`src/gemac_rx_pkg.sv`:
```
package gemac_rx_pkg;

   // pause states sit together in the 0x1x code range
   typedef enum logic [7:0] {
      RX_IDLE            = 8'h00,
      RX_PREAMBLE        = 8'h01,
      RX_FRAME           = 8'h02,
      RX_GOOD_FRAME      = 8'h03,
      RX_DO_PAUSE        = 8'h04,
      RX_ERROR           = 8'h05,
      RX_DROP            = 8'h06,
      RX_PAUSE_SA0       = 8'h10,
      RX_PAUSE_SA1       = 8'h11,
      RX_PAUSE_SA2       = 8'h12,
      RX_PAUSE_SA3       = 8'h13,
      RX_PAUSE_SA4       = 8'h14,
      RX_PAUSE_SA5       = 8'h15,
      RX_PAUSE_CHK88     = 8'h16,
      RX_PAUSE_CHK08     = 8'h17,
      RX_PAUSE_CHK00     = 8'h18,
      RX_PAUSE_CHK01     = 8'h19,
      RX_PAUSE_STORE_MSB = 8'h1A,
      RX_PAUSE_STORE_LSB = 8'h1B,
      RX_PAUSE_WAIT_CRC  = 8'h1C
   } rx_state_t;

   localparam logic [7:0] PREAMBLE_BYTE = 8'h55;
   localparam logic [7:0] START_BYTE    = 8'hD5;

   localparam logic [47:0] BCAST_ADDR = 48'hFFFF_FFFF_FFFF;
   localparam logic [47:0] PAUSE_ADDR = 48'h0180_C200_0001;

   // crc register after a good frame including its fcs
   localparam logic [31:0] CRC_RESIDUE = 32'hC704_DD7B;

   // bytes since idle before the pause crc is judged
   localparam logic [15:0] MIN_PAUSE_LEN = 16'd71;

   localparam logic [7:0] REG_UCAST_LO = 8'h00;
   localparam logic [7:0] REG_UCAST_HI = 8'h04;
   localparam logic [7:0] REG_MCAST_LO = 8'h08;
   localparam logic [7:0] REG_MCAST_HI = 8'h0C;
   localparam logic [7:0] REG_PASS     = 8'h10;
   localparam logic [7:0] REG_PAUSE    = 8'h14;

endpackage

```
`src/rx_filter_cfg_if.sv`:
```
`timescale 1ns/1ps

interface rx_filter_cfg_if;
   logic [47:0] ucast_addr;
   logic [47:0] mcast_addr;
   logic        pass_ucast;
   logic        pass_mcast;
   logic        pass_bcast;
   logic        pass_pause;
   logic        pass_all;

   modport regs (
      output ucast_addr, mcast_addr,
      output pass_ucast, pass_mcast, pass_bcast, pass_pause, pass_all
   );

   modport fsm (
      input pass_ucast, pass_mcast, pass_bcast, pass_pause, pass_all
   );
endinterface

```
`src/address_filter.sv`:
```
`timescale 1ns/1ps

module address_filter (
   input  logic        rx_clk,
   input  logic        reset,
   input  logic        go,
   input  logic [7:0]  data,
   input  logic [47:0] address,
   output logic        match
);

   logic [2:0] idx;
   logic [2:0] sel;
   logic [5:0] base;
   logic [7:0] addr_byte;
   logic       busy;
   logic       ok;
   logic       hit;
   logic       byte_eq;
   logic       last;

   // first byte is compared in the go cycle itself
   assign sel       = go ? 3'd0 : idx;
   assign base      = {3'd5 - sel, 3'b000};
   assign addr_byte = address[base +: 8];
   assign byte_eq   = (data == addr_byte);
   assign last      = busy & (idx == 3'd5) & ok & byte_eq;

   // sixth byte decides in its own cycle, then the result is held
   assign match = (hit & ~go) | last;

   always_ff @(posedge rx_clk)
   begin
      if (reset)
      begin
         idx  <= '0;
         busy <= 1'b0;
         ok   <= 1'b0;
         hit  <= 1'b0;
      end
      else if (go)
      begin
         idx  <= 3'd1;
         busy <= 1'b1;
         ok   <= byte_eq;
         hit  <= 1'b0;
      end
      else if (busy)
      begin
         ok <= ok & byte_eq;
         if (idx == 3'd5)
         begin
            busy <= 1'b0;
            hit  <= last;
         end
         else
            idx <= idx + 3'd1;
      end
   end

endmodule

```
`src/crc_check.sv`:
```
`timescale 1ns/1ps

module crc_check (
   input  logic       rx_clk,
   input  logic       reset,
   input  logic       clear,
   input  logic       calc,
   input  logic [7:0] data,
   output logic       match
);

   localparam logic [31:0] CRC_POLY = 32'h04C1_1DB7;

   logic [31:0] crc;

   // data enters lsb first as sent on the wire
   function automatic logic [31:0] crc_byte(input logic [31:0] c, input logic [7:0] d);
      logic [31:0] r;
      r = c;
      for (int i = 0; i < 8; i++)
      begin
         if (r[31] ^ d[i])
            r = {r[30:0], 1'b0} ^ CRC_POLY;
         else
            r = {r[30:0], 1'b0};
      end
      return r;
   endfunction

   always_ff @(posedge rx_clk)
   begin
      if (reset || clear)
         crc <= 32'hFFFF_FFFF;
      else if (calc)
         crc <= crc_byte(crc, data);
   end

   assign match = (crc == gemac_rx_pkg::CRC_RESIDUE);

endmodule

```
`src/gemac_rx.sv`:
```
`timescale 1ns/1ps

module gemac_rx #(
   parameter int DELAY = 6
) (
   input  logic        rx_clk,
   input  logic        reset,
   input  logic        gmii_rx_dv,
   input  logic        gmii_rx_er,
   input  logic [7:0]  gmii_rxd,
   input  logic        psel,
   input  logic        penable,
   input  logic        pwrite,
   input  logic [7:0]  paddr,
   input  logic [31:0] pwdata,
   output logic [31:0] prdata,
   output logic        pready,
   output logic        pslverr,
   output logic [7:0]  rx_data,
   output logic        rx_valid,
   output logic        rx_error,
   output logic        rx_ack,
   output logic        pause_rcvd,
   output logic [15:0] pause_quanta
);

   logic       rx_dv_d1;
   logic       rx_er_d1;
   logic [7:0] rxd_d1;
   logic [9:0] rx_del;
   logic       filt_go;
   logic       is_ucast;
   logic       is_mcast;
   logic       is_bcast;
   logic       is_pause;
   logic       crc_clear;
   logic       crc_calc;
   logic       crc_match;
   logic       cnt_clear;
   logic       long_enough;

   rx_filter_cfg_if cfg_if ();

   always_ff @(posedge rx_clk)
   begin
      rx_dv_d1 <= gmii_rx_dv;
      rx_er_d1 <= gmii_rx_er;
      rxd_d1   <= gmii_rxd;
   end

   gemac_rx_regs regs_inst (
      .rx_clk(rx_clk), .reset(reset),
      .psel(psel), .penable(penable), .pwrite(pwrite), .paddr(paddr),
      .pwdata(pwdata), .prdata(prdata), .pready(pready), .pslverr(pslverr),
      .pause_rcvd(pause_rcvd), .pause_quanta(pause_quanta), .cfg(cfg_if.regs)
   );

   address_filter ucast_filter_inst (
      .rx_clk(rx_clk), .reset(reset), .go(filt_go), .data(rxd_d1),
      .address(cfg_if.ucast_addr), .match(is_ucast)
   );

   address_filter mcast_filter_inst (
      .rx_clk(rx_clk), .reset(reset), .go(filt_go), .data(rxd_d1),
      .address(cfg_if.mcast_addr), .match(is_mcast)
   );

   address_filter bcast_filter_inst (
      .rx_clk(rx_clk), .reset(reset), .go(filt_go), .data(rxd_d1),
      .address(gemac_rx_pkg::BCAST_ADDR), .match(is_bcast)
   );

   address_filter pause_filter_inst (
      .rx_clk(rx_clk), .reset(reset), .go(filt_go), .data(rxd_d1),
      .address(gemac_rx_pkg::PAUSE_ADDR), .match(is_pause)
   );

   crc_check crc_inst (
      .rx_clk(rx_clk), .reset(reset), .clear(crc_clear), .calc(crc_calc),
      .data(rxd_d1), .match(crc_match)
   );

   rx_delay_line #(.DEPTH(DELAY)) delay_inst (
      .rx_clk(rx_clk), .din({rx_dv_d1, rx_er_d1, rxd_d1}), .dout(rx_del)
   );

   assign rx_data = rx_del[7:0];

   rx_frame_counter frame_counter_inst (
      .rx_clk(rx_clk), .reset(reset), .clear(cnt_clear), .long_enough(long_enough)
   );

   gemac_rx_fsm fsm_inst (
      .rx_clk(rx_clk), .reset(reset),
      .rx_dv(rx_dv_d1), .rx_er(rx_er_d1), .rxd(rxd_d1),
      .is_ucast(is_ucast), .is_mcast(is_mcast), .is_bcast(is_bcast), .is_pause(is_pause),
      .crc_match(crc_match), .long_enough(long_enough), .cfg(cfg_if.fsm),
      .filt_go(filt_go), .crc_clear(crc_clear), .crc_calc(crc_calc), .cnt_clear(cnt_clear),
      .rx_valid(rx_valid), .rx_ack(rx_ack), .rx_error(rx_error),
      .pause_rcvd(pause_rcvd), .pause_quanta(pause_quanta)
   );

endmodule

```
`src/gemac_rx_fsm.sv`:
```
`timescale 1ns/1ps

module gemac_rx_fsm (
   input  logic        rx_clk,
   input  logic        reset,
   input  logic        rx_dv,
   input  logic        rx_er,
   input  logic [7:0]  rxd,
   input  logic        is_ucast,
   input  logic        is_mcast,
   input  logic        is_bcast,
   input  logic        is_pause,
   input  logic        crc_match,
   input  logic        long_enough,
   rx_filter_cfg_if.fsm cfg,
   output logic        filt_go,
   output logic        crc_clear,
   output logic        crc_calc,
   output logic        cnt_clear,
   output logic        rx_valid,
   output logic        rx_ack,
   output logic        rx_error,
   output logic        pause_rcvd,
   output logic [15:0] pause_quanta
);

   gemac_rx_pkg::rx_state_t state;
   gemac_rx_pkg::rx_state_t state_next;
   logic [7:0] state_bits;
   logic [4:0] go_pipe;
   logic       decide;
   logic       keep_packet;

   assign state_bits = state;
   // filters finish on the sixth destination byte
   assign decide = go_pipe[4];

   assign keep_packet = (cfg.pass_ucast & is_ucast) | (cfg.pass_mcast & is_mcast) |
                        (cfg.pass_bcast & is_bcast) | (cfg.pass_pause & is_pause) |
                        cfg.pass_all;

   assign crc_clear = (state == gemac_rx_pkg::RX_IDLE);
   assign cnt_clear = (state == gemac_rx_pkg::RX_IDLE);
   assign crc_calc  = (state == gemac_rx_pkg::RX_FRAME) | (state_bits[7:4] == 4'h1);

   always_comb
   begin
      state_next = state;
      if (rx_er)
         state_next = gemac_rx_pkg::RX_ERROR;
      else
         case (state)
            gemac_rx_pkg::RX_IDLE:
               if (rx_dv)
                  state_next = (rxd == gemac_rx_pkg::PREAMBLE_BYTE) ?
                               gemac_rx_pkg::RX_PREAMBLE : gemac_rx_pkg::RX_ERROR;
            gemac_rx_pkg::RX_PREAMBLE:
               if (!rx_dv)
                  state_next = gemac_rx_pkg::RX_ERROR;
               else if (rxd == gemac_rx_pkg::START_BYTE)
                  state_next = gemac_rx_pkg::RX_FRAME;
               else if (rxd != gemac_rx_pkg::PREAMBLE_BYTE)
                  state_next = gemac_rx_pkg::RX_ERROR;
            gemac_rx_pkg::RX_FRAME:
               if (is_pause)
                  state_next = gemac_rx_pkg::RX_PAUSE_SA0;
               else if (!rx_dv)
                  state_next = crc_match ? gemac_rx_pkg::RX_GOOD_FRAME :
                                           gemac_rx_pkg::RX_ERROR;
            // mac control type 8808, then pause opcode 0001
            gemac_rx_pkg::RX_PAUSE_CHK88:
               state_next = (rxd == 8'h88) ? gemac_rx_pkg::RX_PAUSE_CHK08 :
                                             gemac_rx_pkg::RX_DROP;
            gemac_rx_pkg::RX_PAUSE_CHK08:
               state_next = (rxd == 8'h08) ? gemac_rx_pkg::RX_PAUSE_CHK00 :
                                             gemac_rx_pkg::RX_DROP;
            gemac_rx_pkg::RX_PAUSE_CHK00:
               state_next = (rxd == 8'h00) ? gemac_rx_pkg::RX_PAUSE_CHK01 :
                                             gemac_rx_pkg::RX_DROP;
            gemac_rx_pkg::RX_PAUSE_CHK01:
               state_next = (rxd == 8'h01) ? gemac_rx_pkg::RX_PAUSE_STORE_MSB :
                                             gemac_rx_pkg::RX_DROP;
            gemac_rx_pkg::RX_PAUSE_WAIT_CRC:
               if (long_enough)
                  state_next = crc_match ? gemac_rx_pkg::RX_DO_PAUSE :
                                           gemac_rx_pkg::RX_DROP;
            gemac_rx_pkg::RX_GOOD_FRAME,
            gemac_rx_pkg::RX_DO_PAUSE:
               state_next = gemac_rx_pkg::RX_IDLE;
            gemac_rx_pkg::RX_DROP,
            gemac_rx_pkg::RX_ERROR:
               if (!rx_dv)
                  state_next = gemac_rx_pkg::RX_IDLE;
            // source address bytes and quanta stores just step on
            default:
               state_next = gemac_rx_pkg::rx_state_t'(state_bits + 8'd1);
         endcase
   end

   always_ff @(posedge rx_clk)
   begin
      if (reset)
      begin
         state        <= gemac_rx_pkg::RX_IDLE;
         filt_go      <= 1'b0;
         go_pipe      <= '0;
         rx_valid     <= 1'b0;
         rx_ack       <= 1'b0;
         rx_error     <= 1'b0;
         pause_rcvd   <= 1'b0;
         pause_quanta <= '0;
      end
      else
      begin
         state      <= state_next;
         filt_go    <= (state == gemac_rx_pkg::RX_PREAMBLE) &&
                       (state_next == gemac_rx_pkg::RX_FRAME);
         go_pipe    <= {go_pipe[3:0], filt_go};
         rx_ack     <= (state_next == gemac_rx_pkg::RX_GOOD_FRAME);
         rx_error   <= (state_next == gemac_rx_pkg::RX_ERROR);
         pause_rcvd <= (state_next == gemac_rx_pkg::RX_DO_PAUSE);

         // drops before the fcs leaves the delay line
         if ((state_next == gemac_rx_pkg::RX_IDLE) || (state_next == gemac_rx_pkg::RX_ERROR))
            rx_valid <= 1'b0;
         else if (decide && keep_packet)
            rx_valid <= 1'b1;

         if (state == gemac_rx_pkg::RX_PAUSE_STORE_MSB)
            pause_quanta[15:8] <= rxd;
         else if (state == gemac_rx_pkg::RX_PAUSE_STORE_LSB)
            pause_quanta[7:0] <= rxd;
      end
   end

endmodule

```
`src/gemac_rx_regs.sv`:
```
`timescale 1ns/1ps

module gemac_rx_regs (
   input  logic        rx_clk,
   input  logic        reset,
   input  logic        psel,
   input  logic        penable,
   input  logic        pwrite,
   input  logic [7:0]  paddr,
   input  logic [31:0] pwdata,
   output logic [31:0] prdata,
   output logic        pready,
   output logic        pslverr,
   input  logic        pause_rcvd,
   input  logic [15:0] pause_quanta,
   rx_filter_cfg_if.regs cfg
);

   logic        access;
   logic        mapped;
   logic [15:0] pause_count;

   assign access = psel & penable;
   // no wait states
   assign pready = 1'b1;

   always_comb
   begin
      mapped = 1'b1;
      prdata = '0;
      case (paddr)
         gemac_rx_pkg::REG_UCAST_LO: prdata = cfg.ucast_addr[31:0];
         gemac_rx_pkg::REG_UCAST_HI: prdata = {16'h0000, cfg.ucast_addr[47:32]};
         gemac_rx_pkg::REG_MCAST_LO: prdata = cfg.mcast_addr[31:0];
         gemac_rx_pkg::REG_MCAST_HI: prdata = {16'h0000, cfg.mcast_addr[47:32]};
         gemac_rx_pkg::REG_PASS:
            prdata = {27'd0, cfg.pass_all, cfg.pass_pause, cfg.pass_bcast,
                      cfg.pass_mcast, cfg.pass_ucast};
         gemac_rx_pkg::REG_PAUSE: prdata = {pause_count, pause_quanta};
         default: mapped = 1'b0;
      endcase
   end

   assign pslverr = access & ~mapped;

   always_ff @(posedge rx_clk)
   begin
      if (reset)
      begin
         cfg.ucast_addr <= '0;
         cfg.mcast_addr <= '0;
         cfg.pass_ucast <= 1'b0;
         cfg.pass_mcast <= 1'b0;
         cfg.pass_bcast <= 1'b0;
         cfg.pass_pause <= 1'b0;
         cfg.pass_all   <= 1'b0;
         pause_count    <= '0;
      end
      else
      begin
         // wraps at 16 bits
         if (pause_rcvd)
            pause_count <= pause_count + 16'd1;
         if (access && pwrite)
         begin
            case (paddr)
               gemac_rx_pkg::REG_UCAST_LO: cfg.ucast_addr[31:0]  <= pwdata;
               gemac_rx_pkg::REG_UCAST_HI: cfg.ucast_addr[47:32] <= pwdata[15:0];
               gemac_rx_pkg::REG_MCAST_LO: cfg.mcast_addr[31:0]  <= pwdata;
               gemac_rx_pkg::REG_MCAST_HI: cfg.mcast_addr[47:32] <= pwdata[15:0];
               gemac_rx_pkg::REG_PASS:
               begin
                  cfg.pass_ucast <= pwdata[0];
                  cfg.pass_mcast <= pwdata[1];
                  cfg.pass_bcast <= pwdata[2];
                  cfg.pass_pause <= pwdata[3];
                  cfg.pass_all   <= pwdata[4];
               end
               default: ;
            endcase
         end
      end
   end

endmodule

```
`src/rx_delay_line.sv`:
```
`timescale 1ns/1ps

module rx_delay_line #(
   parameter int DEPTH = 6
) (
   input  logic       rx_clk,
   input  logic [9:0] din,
   output logic [9:0] dout
);

   logic [9:0] stage [DEPTH];

   always_ff @(posedge rx_clk)
   begin
      stage[0] <= din;
      for (int i = 1; i < DEPTH; i++)
         stage[i] <= stage[i-1];
   end

   assign dout = stage[DEPTH-1];

endmodule

```
`src/rx_frame_counter.sv`:
```
`timescale 1ns/1ps

module rx_frame_counter (
   input  logic rx_clk,
   input  logic reset,
   input  logic clear,
   output logic long_enough
);

   logic [15:0] count;

   always_ff @(posedge rx_clk)
   begin
      if (reset || clear)
         count <= '0;
      // saturate
      else if (count != 16'hFFFF)
         count <= count + 16'd1;
   end

   assign long_enough = (count >= gemac_rx_pkg::MIN_PAUSE_LEN);

endmodule

```
`config.mk`:
```
export PLATFORM = sky130hd
export DESIGN_NAME = gemac_rx
export DESIGN_NICKNAME = d
export VERILOG_FILES = /design/src/gemac_rx_pkg.sv /design/src/rx_filter_cfg_if.sv /design/src/address_filter.sv /design/src/crc_check.sv /design/src/gemac_rx.sv /design/src/gemac_rx_fsm.sv /design/src/gemac_rx_regs.sv /design/src/rx_delay_line.sv /design/src/rx_frame_counter.sv
export SDC_FILE = /design/constraint.sdc
export NUM_CORES = 1
export LEC_CHECK = 0
export BUFFER_PORTS_ARGS = -buffer_cell sky130_fd_sc_hd__buf_2
export CAP_MARGIN = 20
export CORE_ASPECT_RATIO = 1.75
export CORE_MARGIN = 2
export CORE_UTILIZATION = 55
export DETAILED_ROUTE_END_ITERATION = 16
export PLACE_DENSITY = 0.75
export SLEW_MARGIN = 30
export SYNTH_ARGS = -nofsm -noshare
export SYNTH_HDL_FRONTEND = slang
export SYNTH_SLANG_ARGS = --single-unit
```
`constraint.sdc`:
```
create_clock -name rx_clk -period 8 [get_ports rx_clk]
set_input_delay 0 -clock rx_clk [delete_from_list [all_inputs] [get_ports rx_clk]]
set_output_delay 0 -clock rx_clk [all_outputs]
set_load 0.03 [all_outputs]
```
# == Word-level counts from Yosys, hierarchy flattened ==
# Memories as Yosys holds them, arrays and structs flattened.
# Index checks and enable logic that the tools add are counted.
# op_classes
addsub,11
n_lt_le_gt_ge,1
eq_ne,43
shifts,4
n_mux,77
n_bitwise,58
reduce_logical,36
# op_table
op,n
2-to-1 mux 32 bit,14
2-to-1 mux 27 bit,8
case mux 32 bit (6 select lines),1
NOT 14 bit,8
variable part select 48 x 7 -> 8 bit,2
variable part select 48 x 7 -> 8 bit (first input constant),2
case mux 8 bit (10 select lines),1
equality test 8 x 5 -> 1 bit (second input constant),9
2-to-1 mux 8 bit,9
equality test 8 x 3 -> 1 bit (second input constant),6
AND reduction 2 bit,18
2-to-1 mux 1 bit,33
adder 16 x 1 -> 16 bit (second input constant),2
equality test 32 bit (second input constant),1
equality test 8 x 2 -> 1 bit (second input constant),4
equality test 8 bit,4
zero test 8 bit,4
AND 1 bit,26
equality test 8 x 4 -> 1 bit (second input constant),3
2-to-1 mux 5 bit,4
2-to-1 mux 3 bit,6
equality test 8 x 1 -> 1 bit (second input constant),2
equality test 8 bit (second input constant),2
greater-or-equal comparator 16 x 7 -> 1 bit (second input constant),1
other kinds (18),60
# totals
register_bits,233
ramBits,60
input_bits,55
output_inout_bits,62
word_cells,275
mem_count,1
# mem_list
memory,words,word_bits,rd,rd_clocked_by_memory_dff,wr,line,text
delay_inst.stage,6,10,6,0,6,rx_delay_line.sv:11,logic [9:0] stage [DEPTH];

# == Longest topological paths before layout ==
# Gate-level depths: netlist of the first run.
# logic_depth
ltp_word,30
mapped_depth,13

# == By module ==
# A second synthesis of the first run with hierarchy kept.
# hier_totals
cells_unflattened,1736
hier_area_um2,15249.6
# modules_own_cells
mod,instances,cells_per_inst,area_each_um2
gemac_rx_regs,1,674,5326.4
address_filter,4,118,889.6
crc_check,1,189,2147.1
gemac_rx_fsm,1,229,1961.9
rx_delay_line,1,60,1201.2
rx_frame_counter,1,100,847.1
gemac_rx,1,12,207.7

# == Least setup slack after synthesis of the first run ==
# OpenSTA, ideal clock, no wires.
# synth_path
kind,reg-to-reg
startpoint,reg fsm_inst.state[0]
endpoint,reg fsm_inst.rx_valid
setup_ps,86
arrival_ps,2693
slack_ps,5221
path_stages_with_launch,12
path_cell_list,dfxtp_1 -> clkbuf_1 -> inv_1 -> ha_1 -> buf_4 -> o211ai_1 -> nor3_1 -> or4_1 -> or4_4 -> a31oi_4 -> xnor2_1 -> a221oi_2
# synth_via
elab_chain_cells,8
# synth_rtl
item,line,text
"start, declared",gemac_rx_fsm.sv:27,gemac_rx_pkg::rx_state_t state;
"start signal, assigned",gemac_rx_fsm.sv:104,state <= gemac_rx_pkg::RX_IDLE;
"start signal, assigned",gemac_rx_fsm.sv:115,state <= state_next;
"parallel branches: the longest is 3 deep, another holds adder 8 x 1 -> 8 bit",n/a,
case mux 8 bit (10 select lines) *,gemac_rx_fsm.sv:52,case (state)
2-to-1 mux 8 bit *,gemac_rx_fsm.sv:49,if (rx_er)
equality test 8 x 3 -> 1 bit / zero test 8 bit (equally long branches),gemac_rx_fsm.sv:124,if ((state_next == gemac_rx_pkg::RX_IDLE) || (state_next == gemac_rx_pkg::RX_ERROR))
logical OR 1 bit *,gemac_rx_fsm.sv:124,
OR reduction 2 bit (no source line) *,n/a,
"end signal, assigned",gemac_rx_fsm.sv:107,rx_valid <= 1'b0;
"end signal, assigned",gemac_rx_fsm.sv:125,rx_valid <= 1'b0;
"end signal, assigned",gemac_rx_fsm.sv:127,rx_valid <= 1'b1;
"end, declared",gemac_rx_fsm.sv:20,"output logic rx_valid,"
# Every way passes the cells marked *.
# A chain may end at the register's enable or synchronous reset.

# == Worst setup path in the final report of the first run ==
# layout_path
startpoint,reg rxd_d1[0]
endpoint,reg fsm_inst.rx_valid
# layout_via
elab_chain_cells,9
# layout_rtl
item,line,text
"start, declared",gemac_rx.sv:29,logic [7:0] rxd_d1;
"start signal, assigned",gemac_rx.sv:48,rxd_d1 <= gmii_rxd;
equality test 8 bit / inequality test 8 x 7 -> 1 bit (equally long branches),"address_filter.sv:26, gemac_rx_fsm.sv:62",
AND 1 bit / 2-to-1 mux 8 bit (equally long branches),"address_filter.sv:27, gemac_rx_fsm.sv:62",
OR 1 bit / 2-to-1 mux 8 bit (equally long branches),"address_filter.sv:30, gemac_rx_fsm.sv:60",
2-to-1 mux 8 bit (tied with other cells),gemac_rx_fsm.sv:65,if (is_pause)
case mux 8 bit (10 select lines) / OR 1 bit (equally long branches),"gemac_rx_fsm.sv:52, gemac_rx_fsm.sv:38",
2-to-1 mux 8 bit / OR 1 bit (equally long branches),"gemac_rx_fsm.sv:49, gemac_rx_fsm.sv:38",
equality test 8 x 3 -> 1 bit (tied with other cells),gemac_rx_fsm.sv:124,
logical OR 1 bit / OR 1 bit (equally long branches),"gemac_rx_fsm.sv:124, gemac_rx_fsm.sv:39",
OR reduction 2 bit (no source line) / logical AND 1 bit (equally long branches),n/a,
# Several ways; a longest one is shown, not always the timed one.

==> impl_metrics.toml, run 1 <==
[clock_tree]
clockBufferDepth = 3
insertion_delay_ns = 0.55
root_buffer = "clkbuf_16"
cts_resized = 0
clkTransAtPathRegs_ns = 0.07
clock_sinks = 281
cts_buffers = 26
cts_tree = "yes"
htree_num_levels = 1

[timing]
max_freq_ghz = 0.317
worst_slack_ns = 4.85
slew_headroom_pct = 36.6
hold_viol_final = 0
tightest_slew_ns = 0.948
drv_slew = 0
fin_crit_sh_pct = 39.4
worst_clock_skew_ns = 0.0150
fin_tns_setup_ns = 0
min_period_ns = 3.15
setup_viol = 0
rsz0062_at_grt = "no"

[critical_path]
path_buf_inv = 0
critPathMaxFanout = 16
start_kind = "register"
r2r_slack_ns = 4.85
slowest_delay_ns = 0.70
end_kind = "register"
cp_top_family = "simple AND/OR/NAND/NOR gates"
path_cells = "or4b_1, or3_1, a21oi_1, o32ai_1, or4_4, a31oi_4, xnor2_1, a221oi_2"
arrival_ns = 3.62
worst_path_max_delay_cell = "or4b_1"
critPathRequiredTime_ns = 8.46
crit_type = "reg -> reg"

[power_and_ir_drop]
ir_drop_mv = 0.178
leakagePower_nw = 5.64
powerDensity_nw_per_um2 = 208

[global_route]
grt_pass1_wl_um = 62900
grt_max_degree = 89
antenna_found_initial = 0
globalRouteOverflowTotal = 0
grt_pass1_vias = 11636
grt_usage_pct = 32.3

[synthesis]
ys_seq_area_share_pct = 43.4
synth_cell_types = 76
syn_area_um2 = 13000
ys_ff_latch = 281
synth.area.top_cells = "dfxtp_1, nand2_1, mux2i_1"
synth_nets = 1609
syn_inst = 1540
syn_avg_cell_area_um2 = 8.41
async_flop_share_pct = 0
synth_top_area_share_pct = 43.4
yosys_most_used_dff = "dfxtp_1"
yosysWarnings = 0
synthTopCellsByCount = "nand2_1, dfxtp_1, a21oi_1"
yosysTopAreaCell = "dfxtp_1"
synth.most_common_cell = "nand2_1"
synth-edff-count = 0

[cells_and_area]
fillers = 2002
drive_gt1_share_pct = 12.1
fin_nets = 1706
stdcell_count = 1960
diodes = 0
area_delta_synth_final_pct = 15.3

[floorplan]
coreArea_um2 = 23200
start_util_pct = 55.7
ios = 117
row_count = 74
die_width_um = 120
die_y_um = 207
die_area_um2 = 24800

[placement]
dpl_worst_slack_ns = 4.86
routabilityCongestion = 0.992
dp_hpwl_um = 29700
place_inst = 1871
io_buffers = 115

[detailed_routing]
ant_nets = 0
vias = 11756
drt-pass1-iter-count = 5
drt_wl_total_um = 41100
first_iter_violations = 951
drc = 0
viasPerCell = 6.00
wl_per_cell_um = 21.0

[run]
cap_violations = 0

[outcome]
status = "completed"

[worst_hold_path]
hold_class = "in -> reg"
-- report_power, final --
group	internal, mW	leakage (nW)	switching (mW)
Combinational	0.147	2.92	0.211
Sequential	1.43	2.29	0.0381
Clock	0.738	0.430	0.547
-- cells by family after synthesis --
family | share of synthesized area (%)
AND/OR/NAND/NOR | 21.6
XOR/XNOR | 7.84
AO/OA/AOI/OAI | 16.1
adder cells (fa/ha/maj) | 1.35
flip-flops | 43.4
multiplexers | 5.59
other | 0.0289
buffers and inverters | 4.04
-- cell type report --
class / instances / area, µm² / share of cell area [%]
multi-input cells: 1131 / 6830 / 45.7
flip-flops and latches: 281 / 5630 / 37.7
repair buffers: 174 / 1130 / 7.59
clock buffers: 38 / 777 / 5.20
well taps: 304 / 380 / 2.55
clock inverters: 9 / 104 / 0.695
inverters: 23 / 86.3 / 0.578
-- cell usage in the layout (no fill, tap or decap), types with 22 or more instances in the layout --
master / Yosys / layout
a21oi_1: 132 / 131
buf_2: 4 / 114
clkbuf_16: 0 / 27
dfxtp_1: 281 / 281
dlygate4sd3_1: 0 / 42
inv_1: 22 / 22
mux2i_1: 69 / 69
nand2_1: 306 / 305
nand3_1: 30 / 30
nor2_1: 118 / 117
nor3_1: 26 / 26
o211ai_1: 29 / 29
o21ai_0: 38 / 38
xnor2_1: 64 / 64
xor2_1: 52 / 52
-- registers in the layout, indices dropped and copies added (netlist names), 5 cells and up --
name / flops
fsm_inst.go_pipe: 5
regs_inst.cfg.mcast_addr: 48
fsm_inst.state: 8
crc_inst.crc: 32
fsm_inst.pause_quanta: 16
delay_inst.stage: 48
frame_counter_inst.count: 16
regs_inst.pause_count: 16
rxd_d1: 8
regs_inst.cfg.ucast_addr: 48
-- worst paths after layout --
check	start	to	cells past startpoint
worst max-delay path	rxd_d1[0]	fsm_inst.rx_valid	8
worst min-delay path	reset	fsm_inst.pause_quanta[6]	2
worst max register to register	rxd_d1[0]	fsm_inst.rx_valid	8
worst min register to register	delay_inst.stage[0][6]	delay_inst.stage[1][6]	0
-- through the flow --
step                util (%)  instance area (µm²)  power, mW  hold slack, ns
finish                  64.3                14900       3.11          0.0194
global placement        58.6                13600       1.83           0.103
floorplan                  -                13000       1.75          0.0277
global route            64.3                14900       3.21          0.0436
CTS                     64.2                14900       3.12         0.00653
detailed placement      58.6                13600       1.84           0.106
-- layer usage --
metal / vias up / part of all wire (%) / global-route usage, %
met4: 0 / 9.8 / 28.1
met1: 5481 / 33 / 31.5
met3: 186 / 6.6 / 4.68
met2: 557 / 50 / 57.8
li1: 5532 / - / -
met5: - / 0 / 0
-- what timing repair did --
item,4_1_cts,5_1_grt
hold buffers,42,0
buffers inserted,0,0
hold endpoints to repair,111,0
Note: power is estimated with default switching activity, not from simulation.
==> run 2, diff against run 1 <==
Settings changed: CORE_UTILIZATION 55 to 54, PLACE_DENSITY 0.75 to 0.76.
Clock period 8 ns to 2.6 ns, I/O delays scaled along.
==> run 2 against run 1 <==
Compared with the run above:
- the run now ends with negative setup slack left
- largest power group unchanged
- critical path type unchanged
- die area rose by 1.8%
- clock-buffer cell count down 8
- register-to-register slack got worse by 4.9 ns
- non-clock buffer count up 95
==> impl_metrics.toml, run 2 (same netlist as run 1, synthesis figures left out) <==
[critical_path]
critPathMaxFanout = 4
r2r_cells = 8
end_kind = "register"
crit_type = "reg -> reg"
r2r_slack_ns = -0.1
r2r_end = "fsm_inst.filt_go"
start_kind = "register"
r2r_start = "rxd_d1[2]"
critPathRequiredTime_ns = 3.10
arrival_ns = 3.20

[global_route]
grt_pass1_wl_um = 65400
grt_usage_pct = 33.3
globalRouteOverflowTotal = 0
grt_max_degree = 61
grt_pass1_vias = 12124
antenna_found_initial = 0

[worst_hold_path]
whs_path_depth = 4
min_to = "regs_inst.cfg.pass_ucast"
hold_class = "in -> reg"
worstHoldStart = "pwrite"

[outcome]
violations = "negative setup slack"
status = "finished with violations"

[power_and_ir_drop]
internal-power_mw = 7.51
powerDensity_nw_per_um2 = 634
clkPwrFrac_pct = 42.8
seqPwrFrac_pct = 44.7
leakagePower_nw = 6.18
p_sw_mw = 2.55
ir_drop_mv = 0.526
sw_frac_of_total_pct = 25.3
power.share.combinational_pct = 12.5

[timing]
fin_crit_sh_pct = 104
drv_slew = 0
hold_viol_final = 0
tightest_slew_ns = 0.825
fin_tns_setup_ns = -0.261
worst_slack_ns = -0.0958
max_freq_ghz = 0.371
worst_clock_skew_ns = 0.0231
setup_viol = 5
rsz0062_at_grt = "yes"
holdWs_ns = 0.0446
slew_headroom_pct = 44.6
min_period_ns = 2.70

[placement]
routabilityCongestion = 1.01
dpl_worst_slack_ns = -0.0469
dp_hpwl_um = 31700
io_buffers = 115

[cells_and_area]
final_util_pct = 66.8
area_delta_synth_final_pct = 22.4
drive_gt1_share_pct = 17.6
final_cell_mix = "nand2_1, dfxtp_1, a21oi_1"
top_regs = "delay_inst.stage (48), regs_inst.cfg.mcast_addr (48), regs_inst.cfg.ucast_addr (48)"
final_common_cell = "nand2_1"
fin_nets = 1801
diodes = 0

[floorplan]
die_y_um = 209
row_count = 75
die_area_um2 = 25300
start_util_pct = 54.6
coreArea_um2 = 23700
die_width_um = 121
ios = 117

[detailed_routing]
wl_per_cell_um = 20.7
vias = 12192
drt_wl_total_um = 42600
viasPerCell = 5.92
drt-pass1-iter-count = 6
first_iter_violations = 1066
ant_nets = 0
drc = 0

[run]
cap_violations = 0

[clock_tree]
clockBufferDepth = 3
root_buffer = "clkbuf_16"
cts_buffers = 26
insertion_delay_ns = 0.56
htree_num_levels = 1
cts_tree = "yes"
clkTransAtPathRegs_ns = 0.07
clock_sinks = 281
run 2: cell count changes in the layout (fill, tap and decap cells not counted), sizes merged:
cell         previous run  this run
clkinv                  6         8
buf                   132       224
bufinv                  2         7
dlygate4sd3            42        45
clkinvlp                2         1
clkbuf                 38        30
inv                    22        24
run 2: through the flow:
stage	std cells	instance area [µm²]	power, mW
after CTS	2058	15800	10.1
after detailed placement	1964	14400	5.75
final	2059	15900	10.1
after global routing	2059	15900	10.4
after global placement	1964	14400	5.74
after floorplan	1540	13000	5.38
run 2: routing by layer:
metal	part of all wire [%]	track usage [%]
met5	0	0
met4	7.8	22.5
met3	6.0	4.67
met2	52	61.6
met1	34	33.6
run 2: power groups by stage:
stage / Combinational (mW) / Sequential (mW) / Clock (mW)
global placement: 1.15 / 4.59 / 0
global route: 1.36 / 4.50 / 4.51
floorplan: 0.795 / 4.58 / 0
finish: 1.26 / 4.50 / 4.30
detailed placement: 1.16 / 4.59 / 0
CTS: 1.24 / 4.49 / 4.35
run 2: how the worst max path moves through the flow:
stage	from	cells after the start	slack, ns	to
final	rxd_d1[2]	8	-0.1	fsm_inst.filt_go
after global routing	fsm_inst.state[1]	10	-0.16	fsm_inst.filt_go
after CTS	rxd_d1[2]	8	-0.06	fsm_inst.rx_valid
after detailed placement	rxd_d1[2]	8	-0.05	fsm_inst.rx_valid
after global placement	rxd_d1[2]	8	-0.06	fsm_inst.rx_valid
after floorplan	fsm_inst.state[5]	11	0.02	fsm_inst.rx_valid
run 2: layout make-up:
class / instances / area, µm²
multi-input combinational: 1131 / 6880
fill: 1941 / 7880
timing repair buffer: 269 / 1920
inverter: 23 / 86.3
clock inverter: 17 / 289
sequential: 281 / 5630
clock buffer: 30 / 666
tap: 308 / 385
run 2: repair_timing:
action / CTS / global route
hold endpoints to repair: 123 / 0
hold buffers: 45 / 0
gates resized for setup: 6 / 13
endpoints found under the setup margin: 5 / 6
buffers inserted: 2 / 1
pin swaps: 5 / 4
run 2: worst max-delay path, stage by stage (launching register included):
cell and delay (ns):
dfxtp_2 0.34, or4_4 0.55, nor2_4 0.11, a21oi_2 0.06, or4_1 0.41, or4_4 0.54
a31oi_4 0.24, and3_4 0.23, and3_1 0.16
